===== config.mk =====
export PLATFORM = sky130hd
export DESIGN_NAME = apb_node_top
export DESIGN_NICKNAME = d
export VERILOG_FILES = /design/src/logic/apb_node_pkg.sv /design/src/logic/apb_if.sv /design/src/logic/apb_node.sv /design/src/logic/apb_rto_timer.sv /design/src/logic/apb_resp_merge.sv /design/src/logic/apb_node_top.sv
export SDC_FILE = /design/constraint.sdc
export NUM_CORES = 1
export LEC_CHECK = 0
export BUFFER_PORTS_ARGS = -buffer_cell sky130_fd_sc_hd__buf_2
export CELL_PAD_IN_SITES_DETAIL_PLACEMENT = 1
export CELL_PAD_IN_SITES_GLOBAL_PLACEMENT = 1
export CORE_AREA = 2 2 550 552
export CTS_CLUSTER_SIZE = 14
export DETAILED_ROUTE_END_ITERATION = 8
export DIE_AREA = 0 0 552 554
export HOLD_SLACK_MARGIN = 0.15
export PLACE_DENSITY = 0.3
export SYNTH_ARGS = -nofsm -noshare
export SYNTH_HDL_FRONTEND = slang
export SYNTH_SLANG_ARGS = --single-unit

===== constraint.sdc =====
create_clock -name clk_i -period 5.7 [get_ports clk_i]
set_input_delay 1.14 -clock clk_i [delete_from_list [all_inputs] [get_ports clk_i]]
set_output_delay 1.14 -clock clk_i [all_outputs]
set_load 0.05 [all_outputs]

===== src/logic/apb_node_pkg.sv =====
// APB node package
// Default widths, port count, timeout limit and shared encodings
`default_nettype none

package apb_node_pkg;

    // Number of downstream peripheral ports
    localparam int unsigned NB_MASTER_DEF = 8;

    // Upstream and downstream bus widths
    localparam int unsigned APB_ADDR_WIDTH_DEF = 32;
    localparam int unsigned APB_DATA_WIDTH_DEF = 32;

    // Access-phase cycles allowed before the guard forces completion
    localparam int unsigned RTO_CYCLES_DEF = 16;

    // Ready-timeout FSM states
    typedef enum logic [1:0] {
        RTO_IDLE  = 2'b00,
        RTO_COUNT = 2'b01,
        RTO_FIRED = 2'b10
    } rto_state_e;

    // Read data returned on a decode error or a forced completion
    localparam logic [APB_DATA_WIDTH_DEF-1:0] ERR_RDATA = 32'h0bad_0bad;

endpackage

`default_nettype wire


===== src/logic/apb_if.sv =====
// Upstream APB bus and the node response bundle
// The response bundle carries the decoded result to the merge stage
`timescale 1ns/1ps
`default_nettype none

interface apb_if import apb_node_pkg::*; #(
    parameter int unsigned APB_ADDR_WIDTH = APB_ADDR_WIDTH_DEF,
    parameter int unsigned APB_DATA_WIDTH = APB_DATA_WIDTH_DEF
);
    // Request
    logic                      psel;
    logic                      penable;
    logic                      pwrite;
    logic [APB_ADDR_WIDTH-1:0] paddr;
    logic [APB_DATA_WIDTH-1:0] pwdata;
    // Response
    logic [APB_DATA_WIDTH-1:0] prdata;
    logic                      pready;
    logic                      pslverr;

    modport master (
        output psel, penable, pwrite, paddr, pwdata,
        input  prdata, pready, pslverr
    );

    modport slave (
        input  psel, penable, pwrite, paddr, pwdata,
        output prdata, pready, pslverr
    );

    // Observes the whole bus, final response included
    modport monitor (
        input psel, penable, pwrite, paddr, pwdata, prdata, pready, pslverr
    );
endinterface

interface apb_rsp_if import apb_node_pkg::*; #(
    parameter int unsigned NB_MASTER      = NB_MASTER_DEF,
    parameter int unsigned APB_DATA_WIDTH = APB_DATA_WIDTH_DEF
);
    logic                      node_pready;
    logic                      node_pslverr;
    logic [APB_DATA_WIDTH-1:0] node_prdata;
    // Downstream select vector, one bit per peripheral
    logic [NB_MASTER-1:0]      node_psel;

    modport src (output node_pready, node_pslverr, node_prdata, node_psel);
    modport dst (input  node_pready, node_pslverr, node_prdata, node_psel);
endinterface

`default_nettype wire


===== src/logic/apb_node.sv =====
// APB node: address-window decode, downstream fan-out and response mux
// Purely combinational with the lowest matching window index winning
`timescale 1ns/1ps
`default_nettype none

module apb_node import apb_node_pkg::*; #(
    parameter int unsigned NB_MASTER      = NB_MASTER_DEF,
    parameter int unsigned APB_ADDR_WIDTH = APB_ADDR_WIDTH_DEF,
    parameter int unsigned APB_DATA_WIDTH = APB_DATA_WIDTH_DEF
) (
    // Upstream request
    apb_if.slave                                          bus,
    // Decoded response towards the merge stage
    apb_rsp_if.src                                        rsp,

    // Address windows, inclusive on both ends
    input  wire logic [NB_MASTER-1:0][APB_ADDR_WIDTH-1:0] start_addr_i,
    input  wire logic [NB_MASTER-1:0][APB_ADDR_WIDTH-1:0] end_addr_i,

    // Downstream peripheral ports
    output logic      [NB_MASTER-1:0]                     penable_o,
    output logic      [NB_MASTER-1:0]                     pwrite_o,
    output logic      [NB_MASTER-1:0]                     psel_o,
    output logic      [NB_MASTER-1:0][APB_ADDR_WIDTH-1:0] paddr_o,
    output logic      [NB_MASTER-1:0][APB_DATA_WIDTH-1:0] pwdata_o,
    input  wire logic [NB_MASTER-1:0][APB_DATA_WIDTH-1:0] prdata_i,
    input  wire logic [NB_MASTER-1:0]                     pready_i,
    input  wire logic [NB_MASTER-1:0]                     pslverr_i
);

    localparam int unsigned SEL_W = (NB_MASTER > 1) ? $clog2(NB_MASTER) : 1;

    logic                 hit;
    logic [SEL_W-1:0]     sel_idx;
    logic [NB_MASTER-1:0] match;
    logic                 access;

    // Access phase of the upstream transfer
    assign access = bus.psel & bus.penable;

    // Window compare
    // Scan from the top so the lowest index is assigned last and wins
    always_comb begin
        hit     = 1'b0;
        sel_idx = '0;
        for (int i = NB_MASTER - 1; i >= 0; i--) begin
            if (bus.paddr >= start_addr_i[i] && bus.paddr <= end_addr_i[i]) begin
                hit     = 1'b1;
                sel_idx = SEL_W'(i);
            end
        end
    end

    // One-hot select that stays empty on a decode miss
    assign match = hit ? (NB_MASTER'(1) << sel_idx) : '0;

    // Request fan-out
    // Only psel is gated and the rest is broadcast to every port
    for (genvar i = 0; i < NB_MASTER; i++) begin : g_fanout
        assign psel_o[i]    = bus.psel & match[i];
        assign penable_o[i] = bus.penable;
        assign pwrite_o[i]  = bus.pwrite;
        assign paddr_o[i]   = bus.paddr;
        assign pwdata_o[i]  = bus.pwdata;
    end

    // Select vector for the sticky timeout record
    assign rsp.node_psel = psel_o;

    // Response mux
    always_comb begin
        if (hit) begin
            rsp.node_pready  = pready_i[sel_idx];
            rsp.node_pslverr = pslverr_i[sel_idx];
            rsp.node_prdata  = prdata_i[sel_idx];
        end else begin
            // Unmapped address answers at once in the access phase
            rsp.node_pready  = access;
            rsp.node_pslverr = access;
            rsp.node_prdata  = APB_DATA_WIDTH'(ERR_RDATA);
        end
    end

endmodule

`default_nettype wire


===== src/logic/apb_rto_timer.sv =====
// Ready-timeout guard for the upstream access phase
// Pulses rto_o once when a transfer has stalled for RTO_CYCLES cycles
`timescale 1ns/1ps
`default_nettype none

module apb_rto_timer import apb_node_pkg::*; #(
    // Minimum of 2 since the pulse comes from a register
    parameter int unsigned RTO_CYCLES = RTO_CYCLES_DEF
) (
    input  wire logic clk_i,
    input  wire logic reset_i,
    apb_if.monitor    bus,
    output logic      rto_o
);

    localparam int unsigned CNT_W = (RTO_CYCLES > 2) ? $clog2(RTO_CYCLES) : 1;
    // Stalled cycles seen before the last one that still waits
    localparam logic [CNT_W-1:0] CNT_LAST = CNT_W'(RTO_CYCLES - 2);

    rto_state_e       state_q, state_d;
    logic [CNT_W-1:0] cnt_q, cnt_d;
    logic             rto_q, rto_d;
    logic             stall;

    // Access phase with the final ready still low
    assign stall = bus.psel & bus.penable & ~bus.pready;

    always_comb begin
        state_d = state_q;
        cnt_d   = cnt_q;
        rto_d   = 1'b0;
        case (state_q)
            RTO_IDLE, RTO_COUNT: begin
                if (!stall) begin
                    // No access phase, or the transfer completes now
                    state_d = RTO_IDLE;
                    cnt_d   = '0;
                end else if (cnt_q == CNT_LAST) begin
                    // Next access cycle is number RTO_CYCLES
                    state_d = RTO_FIRED;
                    cnt_d   = '0;
                    rto_d   = 1'b1;
                end else begin
                    state_d = RTO_COUNT;
                    cnt_d   = cnt_q + 1'b1;
                end
            end
            RTO_FIRED: begin
                // Hold until the forced transfer has left the access phase
                if (!(bus.psel && bus.penable)) begin
                    state_d = RTO_IDLE;
                end
            end
            default: begin
                state_d = RTO_IDLE;
                cnt_d   = '0;
            end
        endcase
    end

    always_ff @(posedge clk_i) begin
        if (reset_i) begin
            state_q <= RTO_IDLE;
            cnt_q   <= '0;
            rto_q   <= 1'b0;
        end else begin
            state_q <= state_d;
            cnt_q   <= cnt_d;
            rto_q   <= rto_d;
        end
    end

    // High in exactly the first FIRED cycle
    assign rto_o = rto_q;

endmodule

`default_nettype wire


===== src/logic/apb_resp_merge.sv =====
// Upstream response merge and sticky per-peripheral timeout record
// A timeout forces completion with an error and ERR_RDATA
`timescale 1ns/1ps
`default_nettype none

module apb_resp_merge import apb_node_pkg::*; #(
    parameter int unsigned NB_MASTER      = NB_MASTER_DEF,
    parameter int unsigned APB_DATA_WIDTH = APB_DATA_WIDTH_DEF
) (
    input  wire logic                 clk_i,
    input  wire logic                 reset_i,

    // Decoded node response
    apb_rsp_if.dst                    rsp,

    // Timeout pulse and mask clear
    input  wire logic                 rto_i,
    input  wire logic                 rto_clear_i,

    // Final upstream response
    output logic                      pready_o,
    output logic                      pslverr_o,
    output logic [APB_DATA_WIDTH-1:0] prdata_o,

    // Peripherals that stalled since the last clear
    output logic [NB_MASTER-1:0]      peripheral_rto_o
);

    logic [NB_MASTER-1:0] mask_q;
    logic [NB_MASTER-1:0] mask_kept;
    logic [NB_MASTER-1:0] mask_set;

    // Forced completion on a timeout
    assign pready_o  = rsp.node_pready | rto_i;
    assign pslverr_o = rsp.node_pslverr | rto_i;
    assign prdata_o  = rto_i ? APB_DATA_WIDTH'(ERR_RDATA) : rsp.node_prdata;

    // Clear drops the old record
    assign mask_kept = rto_clear_i ? '0 : mask_q;

    // Peripheral selected during the timeout
    assign mask_set = rto_i ? rsp.node_psel : '0;

    // Set is OR-ed in after the clear so it wins in the same cycle
    always_ff @(posedge clk_i) begin
        if (reset_i) begin
            mask_q <= '0;
        end else begin
            mask_q <= mask_kept | mask_set;
        end
    end

    // Visible one cycle after the timeout edge
    assign peripheral_rto_o = mask_q;

endmodule

`default_nettype wire


===== src/logic/apb_node_top.sv =====
// APB peripheral node with ready-timeout guard, top level
// Connects the decoder, the timeout timer and the response merge
`timescale 1ns/1ps
`default_nettype none

module apb_node_top import apb_node_pkg::*; #(
    parameter int unsigned NB_MASTER      = NB_MASTER_DEF,
    parameter int unsigned APB_ADDR_WIDTH = APB_ADDR_WIDTH_DEF,
    parameter int unsigned APB_DATA_WIDTH = APB_DATA_WIDTH_DEF,
    parameter int unsigned RTO_CYCLES     = RTO_CYCLES_DEF
) (
    input  wire logic                                     clk_i,
    input  wire logic                                     reset_i,

    // Upstream APB port
    input  wire logic                                     psel_i,
    input  wire logic                                     penable_i,
    input  wire logic                                     pwrite_i,
    input  wire logic [APB_ADDR_WIDTH-1:0]                paddr_i,
    input  wire logic [APB_DATA_WIDTH-1:0]                pwdata_i,
    output logic      [APB_DATA_WIDTH-1:0]                prdata_o,
    output logic                                          pready_o,
    output logic                                          pslverr_o,

    // Downstream peripheral ports
    output logic      [NB_MASTER-1:0]                     penable_o,
    output logic      [NB_MASTER-1:0]                     pwrite_o,
    output logic      [NB_MASTER-1:0]                     psel_o,
    output logic      [NB_MASTER-1:0][APB_ADDR_WIDTH-1:0] paddr_o,
    output logic      [NB_MASTER-1:0][APB_DATA_WIDTH-1:0] pwdata_o,
    input  wire logic [NB_MASTER-1:0][APB_DATA_WIDTH-1:0] prdata_i,
    input  wire logic [NB_MASTER-1:0]                     pready_i,
    input  wire logic [NB_MASTER-1:0]                     pslverr_i,

    // Address windows
    input  wire logic [NB_MASTER-1:0][APB_ADDR_WIDTH-1:0] start_addr_i,
    input  wire logic [NB_MASTER-1:0][APB_ADDR_WIDTH-1:0] end_addr_i,

    // Timeout record
    input  wire logic                                     rto_clear_i,
    output logic      [NB_MASTER-1:0]                     peripheral_rto_o
);

    logic rto;

    apb_if #(
        .APB_ADDR_WIDTH (APB_ADDR_WIDTH),
        .APB_DATA_WIDTH (APB_DATA_WIDTH)
    ) i_apb ();

    apb_rsp_if #(
        .NB_MASTER      (NB_MASTER),
        .APB_DATA_WIDTH (APB_DATA_WIDTH)
    ) i_rsp ();

    // Upstream request onto the bus
    assign i_apb.psel    = psel_i;
    assign i_apb.penable = penable_i;
    assign i_apb.pwrite  = pwrite_i;
    assign i_apb.paddr   = paddr_i;
    assign i_apb.pwdata  = pwdata_i;

    // Final merged response back onto the bus where the timer sees it
    assign i_apb.pready  = pready_o;
    assign i_apb.pslverr = pslverr_o;
    assign i_apb.prdata  = prdata_o;

    apb_node #(
        .NB_MASTER      (NB_MASTER),
        .APB_ADDR_WIDTH (APB_ADDR_WIDTH),
        .APB_DATA_WIDTH (APB_DATA_WIDTH)
    ) i_node (
        .bus          (i_apb),
        .rsp          (i_rsp),
        .start_addr_i (start_addr_i),
        .end_addr_i   (end_addr_i),
        .penable_o    (penable_o),
        .pwrite_o     (pwrite_o),
        .psel_o       (psel_o),
        .paddr_o      (paddr_o),
        .pwdata_o     (pwdata_o),
        .prdata_i     (prdata_i),
        .pready_i     (pready_i),
        .pslverr_i    (pslverr_i)
    );

    apb_rto_timer #(
        .RTO_CYCLES (RTO_CYCLES)
    ) i_rto_timer (
        .clk_i   (clk_i),
        .reset_i (reset_i),
        .bus     (i_apb),
        .rto_o   (rto)
    );

    apb_resp_merge #(
        .NB_MASTER      (NB_MASTER),
        .APB_DATA_WIDTH (APB_DATA_WIDTH)
    ) i_resp_merge (
        .clk_i            (clk_i),
        .reset_i          (reset_i),
        .rsp              (i_rsp),
        .rto_i            (rto),
        .rto_clear_i      (rto_clear_i),
        .pready_o         (pready_o),
        .pslverr_o        (pslverr_o),
        .prdata_o         (prdata_o),
        .peripheral_rto_o (peripheral_rto_o)
    );

endmodule

`default_nettype wire


# Word level (Yosys, flattened, before mapping)
# Index checks and enable logic that the tools add are counted.
# totals
register_bits	15
out_inout_bits	578
wordCells	92
# classes
addsub	1
magnitude_cmp	17
eq_ne	4
shift	1
mux	37
bitwise	16
reduce_logical	12
# ops
cell	n
32-bit greater-or-equal comparator	8
32-bit <= comparator	8
32-bit binary-select mux with 3-bit select	1
32-bit 2-to-1 mux	3
3-bit 2-to-1 mux	8
8-bit 2-to-1 mux	3
1-bit 2-to-1 mux	13
1-bit AND	10
1-bit logical AND	9
4-bit 2-to-1 mux	2
8-bit bitwise OR	1
4-bit one-hot mux with 2 select lines	1
1-bit by 3-bit << shifter with 8-bit output, first input constant	1
1-bit binary-select mux with 3-bit select	2
2-bit 2-to-1 mux	3
4-bit by 1-bit adder with 4-bit output, second input constant	1
4-bit == test, second input constant	1
3-bit by 4-bit < comparator with 1-bit output, second input constant	1
2-bit one-hot mux with 2 select lines	1
1-bit NOT	3
3-bit OR reduction	1
2-bit by 1-bit == test with 1-bit output, second input constant	1
2-bit == test, second input constant	1
2-bit zero test	1
other kinds (3)	4

# Depth between registers and ports, before layout
# logic_depth
ltp_word	18
mapped_depth	16
mapped_depth_nobuf	13

# Worst setup path before layout
# No wires, ideal clock.
# synth_timing
path_type	input to output
start	input port paddr_i[0]
end	output port psel_o[6]
arrival_time_ns	4.852
required_ns	4.560
path_slack_ns	-0.292
stages	15
n_path_buf	3
path_cell_list	inv_1 ha_1 nand2b_1 a2111o_1 a21oi_1 o21ai_0 a221oi_1 a311oi_2 or2_4 buf_12 nor2_2 buf_6 buf_4 nand3_1 a21oi_1
# synth_via
elab_chain_len	13
elab_cells_between_ends	43
classes_between	16 x order compare; 1 x shift; 17 x mux; 1 x bitwise; 8 x reduce/logical
# synth_lines
item	line	source
start, declared	apb_node_top.sv:19	input wire logic [APB_ADDR_WIDTH-1:0] paddr_i,
32-bit greater-or-equal comparator / 32-bit <= comparator (equally long branches)	apb_node.sv:47	if (bus.paddr >= start_addr_i[i] && bus.paddr <= end_addr_i[i]) begin
1-bit logical AND	apb_node.sv:47	
3-bit 2-to-1 mux (8 in a row)	apb_node.sv:47	
1-bit by 3-bit << shifter with 8-bit output	apb_node.sv:55	assign match = hit ? (NB_MASTER'(1) << sel_idx) : '0;
8-bit 2-to-1 mux (*)	apb_node.sv:55	
1-bit AND (*)	apb_node.sv:60	assign psel_o[i] = bus.psel & match[i];
end, declared	apb_node_top.sv:28	output logic [NB_MASTER-1:0] psel_o,
# Every way passes the cells marked *; elsewhere a longest branch is shown, timed or not.

# Final worst setup path
# layout_timing
start	input port paddr_i[29]
end	output port prdata_o[19]
# layout_via
elab_chain_len	14
elab_cells_between_ends	44
classes_between	16 x order compare; 20 x mux; 8 x reduce/logical
# layout_lines
item	line	source
32-bit greater-or-equal comparator / 32-bit <= comparator (equally long branches)	apb_node.sv:47	
1-bit logical AND	apb_node.sv:47	
3-bit 2-to-1 mux (8 in a row)	apb_node.sv:47	
32-bit binary-select mux with 3-bit select	apb_node.sv:75	rsp.node_prdata = prdata_i[sel_idx];
32-bit 2-to-1 mux (implied by the code)	apb_node.sv:75	
32-bit 2-to-1 mux (*)	apb_node.sv:72	if (hit) begin
32-bit 2-to-1 mux (*)	apb_resp_merge.sv:36	assign prdata_o = rto_i ? APB_DATA_WIDTH'(ERR_RDATA) : rsp.node_prdata;
end, declared	apb_node_top.sv:21	output logic [APB_DATA_WIDTH-1:0] prdata_o,
# Every way passes the cells marked *; elsewhere a longest branch is shown, timed or not. The select of a mux whose other input is x is not followed.

==> impl_results.md <==
- Maximum Capacitance Violations: 0
- Finished Cell Area: 0.03393 mm^2
- Fillers: 35.86k
- Post-detailed-placement cell area: 0.03088 mm^2
- Post-synthesis to final-layout area growth: 70.32%
- Wire length of the first global-routing pass: 241.1 mm
- Most used standard cells in the synthesized netlist: 535 x sky130_fd_sc_hd__buf_4, 514 x sky130_fd_sc_hd__ha_1, 511 x sky130_fd_sc_hd__inv_1, 169 x sky130_fd_sc_hd__a21oi_1, 120 x sky130_fd_sc_hd__nand2_1
- Post-synth EDFFs: 0
- Clock transition time at the flip-flop clock pins of the worst setup and hold paths: 0.05 ns
- Die H: 554 um
- Commonest register cell after synthesis: sky130_fd_sc_hd__dfxtp_1
- Core footprint: 0.2993 mm^2
- Register-to-Register Path Depth: 6
- Vias after detailed routing: 23.09k
- Number of clock buffers inserted by TritonCTS: 3
- Gr ovfl total: 0
- Met3 usage in global routing: 0.02494
- Worst hold stages: 2
- Critical register-to-register path endpoint: i_rto_timer.cnt_q[3]
- CTS tree: built
- Number of nets produced by synthesis: 4009
- Yosys cell types: 74
- Synthesized cell area: 0.01992 mm^2
- Half-perimeter wire length after placement: 175.5 mm
- Worst reg2reg setup slack: 4.07 ns
- Total clock sinks: 15
- RSZ-0062 raised after global routing: true
- DIE AREA: 0.3058 mm^2
- Deepest clock path buffer count: 2
- Initial DRC count: 867
- Cts hold-fix bufs: 0
- Leading post-synthesis cells by cell area: sky130_fd_sc_hd__ha_1 32%, sky130_fd_sc_hd__buf_4 20%, sky130_fd_sc_hd__inv_1 9.6%
- Failing checks: setup timing
- Synthesized instance count: 2641
- Highest clock frequency the design can meet: 154.6 MHz
- Final Routed Wirelength: 189.7 mm
- Drt via density: 3.003
- Relative slew margins: 0.5517
- Critical path type: in -> out
- CTS HTree Levels: 1
- Number of I/O pins: 1432
- Mean Syn Cell Area: 7.543 um^2
- Met1 Resource Use GR: 0.1505
- Yosys top cell area share: 0.3228
- Critical R2R Launch: i_rto_timer.cnt_q[0]
- Via count of the first global-routing pass: 24.33k
- Drt first pass iters: 5
- Hold Slack: 0.4670 ns
- Clock latency on the worst-skew pair: 0.25 ns
- Layer with the highest usage: met2
- Peak ir drop on the vdd network: 113.6 uV
- Arr. time, crit path: 5.33 ns
- Startpoint type of the worst setup path: input pin
- Seq/Total Area, Yosys: 0.01507
- Setup slack of the critical path after layout: -0.7691 ns
- Worst Hold Launch: i_resp_merge.peripheral_rto_o[5]
- Post-layout minimum cycle time: 6.469 ns
- Final net count: 5070
- Hold-critical path endpoint: i_resp_merge.peripheral_rto_o[5]
- Leading cell type by number of instances after synthesis: sky130_fd_sc_hd__buf_4
- Nature of the critical path endpoint: output pin
- Remaining design rule violation count: 0
- Setup violators final: 40
- Area leader, netlist: sky130_fd_sc_hd__ha_1
- Number of max-slew violations in the final report: 0
- Number of nets with antenna violations after detailed routing: 0
- Count of synthesis-stage warnings from yosys: 0
- I/O Buffers: 1134
- GR Util All Layers: 0.1186
- Buffer type at the clock tree root: sky130_fd_sc_hd__clkbuf_16
- Max Fanout on Critical Path: 8
- Fraction of registers with async set or reset after synthesis: 0
- Number of rows created at floorplan: 201
- Status: finished with violations
- Horizontal die dimension: 552 um
- Ratio of total power to cell area: 152.2 mW/mm^2
- Hold Fails Final Rpt: 0
- Final period utilization: 1.135
- Setup skew after layout: 0.001492 ns
- Routed wire per std cell: 24.67 um
- Pin count of the biggest net entering global routing: 15
- Required time of the worst setup path: 4.56 ns
- Leak Pwr: 17.30 nW
- Fraction of final layout cells sized beyond drive strength 1: 0.5001
- Placer Congestion: 0.8775
- Starting density of the core: 0.06656
- Class of the tightest hold or removal check: reg -> reg
- Post-synthesis sequential element count: 15
- Fraction of met2 tracks used by global routing: 0.2135
- Slew at the pin closest to its max-slew limit: 0.6710 ns
- Antenna violations before repair: 156
cells in the final DEF, fill, tap and decap left out, types with 8 or more instances in the layout:
cell                       netlist  final
sky130_fd_sc_hd__buf_2           6   1075
sky130_fd_sc_hd__inv_1         511    504
sky130_fd_sc_hd__ha_1          514    483
sky130_fd_sc_hd__buf_4         535    333
sky130_fd_sc_hd__a21oi_1       169    156
sky130_fd_sc_hd__nand2_1       120    111
sky130_fd_sc_hd__buf_12          1    104
sky130_fd_sc_hd__nand4_1        76     76
sky130_fd_sc_hd__mux2i_1        99     68
sky130_fd_sc_hd__nor2_1         72     65
sky130_fd_sc_hd__o21ai_0        81     65
sky130_fd_sc_hd__buf_6           4     63
sky130_fd_sc_hd__a21o_1         56     55
sky130_fd_sc_hd__nand3_1        43     42
sky130_fd_sc_hd__mux4_2         32     32
sky130_fd_sc_hd__diode_2         0     30
sky130_fd_sc_hd__ha_4            0     30
sky130_fd_sc_hd__and4_1         18     18
sky130_fd_sc_hd__o211ai_1       18     18
sky130_fd_sc_hd__a211oi_1       21     18
sky130_fd_sc_hd__mux2i_4         0     18
sky130_fd_sc_hd__nor2b_1        19     17
sky130_fd_sc_hd__buf_8           0     17
sky130_fd_sc_hd__o22a_1         18     16
sky130_fd_sc_hd__buf_16          0     16
sky130_fd_sc_hd__dfxtp_1        15     15
sky130_fd_sc_hd__nor3_1         18     13
sky130_fd_sc_hd__mux2i_2         0     13
sky130_fd_sc_hd__a22o_4          0     11
sky130_fd_sc_hd__a221o_1        12     10
sky130_fd_sc_hd__a21oi_2         0     10
sky130_fd_sc_hd__o21ai_1         2      9
sky130_fd_sc_hd__nand2b_1        8      8
sky130_fd_sc_hd__o21a_1         10      8
sky130_fd_sc_hd__nor4_4          0      8
timing repair:
action,in CTS,in global routing
endpoints found under the setup margin,51,40
setup buffers,31,25
gates cloned,12,2
gates resized for setup,296,143
pin swaps,54,51
how the worst max path moves through the flow:
stage,cells after the start,to,from
after floorplan,15,psel_o[7],paddr_i[0]
after detailed placement,19,prdata_o[19],paddr_i[15]
after global placement,19,prdata_o[21],paddr_i[15]
after CTS,21,prdata_o[19],end_addr_i[205]
after global routing,21,prdata_o[19],paddr_i[26]
final,20,prdata_o[19],paddr_i[29]
metal layers:
metal  up-vias  share of wire
li1      10809              -
met1     10824           0.43
met2      1197           0.49
met3       237          0.069
met4        26          0.011
met5         -        0.00092
cell families (layout without fill, tap and decap cells):
logic type	Yosys count	in the layout	share of synthesized area
AOI/OAI and AO/OA	486	486	0.1607
xor gates and xnor gates	1	1	0.0004398
adders and majority gates	514	514	0.3228
buffers and inverters	1066	2126	0.3044
DFF	15	15	0.01507
muxes	131	131	0.08592
other	0	30	0
and+or+nand+nor	428	428	0.1106
critical path: stages:
cell and delay [ns]:
sky130_fd_sc_hd__buf_2 0.15, sky130_fd_sc_hd__buf_12 0.16, sky130_fd_sc_hd__buf_12 0.15, sky130_fd_sc_hd__ha_4 0.27, sky130_fd_sc_hd__nand4_1 0.20, sky130_fd_sc_hd__nor4_4 0.46
sky130_fd_sc_hd__buf_4 0.20, sky130_fd_sc_hd__o21ai_0 0.08, sky130_fd_sc_hd__o21ai_0 0.08, sky130_fd_sc_hd__or4b_4 0.18, sky130_fd_sc_hd__a31oi_4 0.11, sky130_fd_sc_hd__o311a_4 0.42
sky130_fd_sc_hd__nor2_4 0.13, sky130_fd_sc_hd__buf_12 0.15, sky130_fd_sc_hd__buf_16 0.16, sky130_fd_sc_hd__buf_16 0.17, sky130_fd_sc_hd__mux2i_4 0.41, sky130_fd_sc_hd__mux2i_1 0.16
sky130_fd_sc_hd__o22a_1 0.28, sky130_fd_sc_hd__buf_12 0.17
report_power, final:
group | switching, W | total (W) | internal, W
combinational | 0.00274 | 0.00492 | 0.00218
sequential | 0.00000107 | 0.000107 | 0.000106
clock | 0.0000465 | 0.000142 | 0.0000950
total | 0.00279 | 0.00517 | 0.00238
registers in the layout (all words and copies together), names as in the netlist:
register	count
i_rto_timer.rto_o	1
i_rto_timer.state_q	2
i_rto_timer.cnt_q	4
i_resp_merge.peripheral_rto_o	8
area by class of cell:
| cell class | instances | area [um^2] | area share |
|---|---|---|---|
| diodes | 30 | 75.07 | 0.002213 |
| clock buffers | 4 | 78.83 | 0.002323 |
| inverters | 511 | 1931 | 0.05690 |
| multi-input cells | 1560 | 15170 | 0.4470 |
| flip-flops and latches | 15 | 300.3 | 0.008851 |
| well taps | 3958 | 4952 | 0.1460 |
| repair buffers | 1611 | 11420 | 0.3367 |
stage by stage:
stage          utilization  TNS [ns]  power, W  setup slack [ns]  cells
4_1_cts             0.1101    -30.52  0.005104           -0.8949   7640
3_3_place_gp        0.1032    -73.33  0.004308            -2.082   7598
6_report            0.1134    -22.36  0.005165           -0.7691   7689
2_1_floorplan            -  -0.02483  0.002765          -0.02483   2641
3_5_place_dp        0.1032    -77.20  0.004306            -2.145   7598
5_1_grt             0.1131    -28.97  0.005527           -0.8548   7660
(Power assumes the default switching activity.)
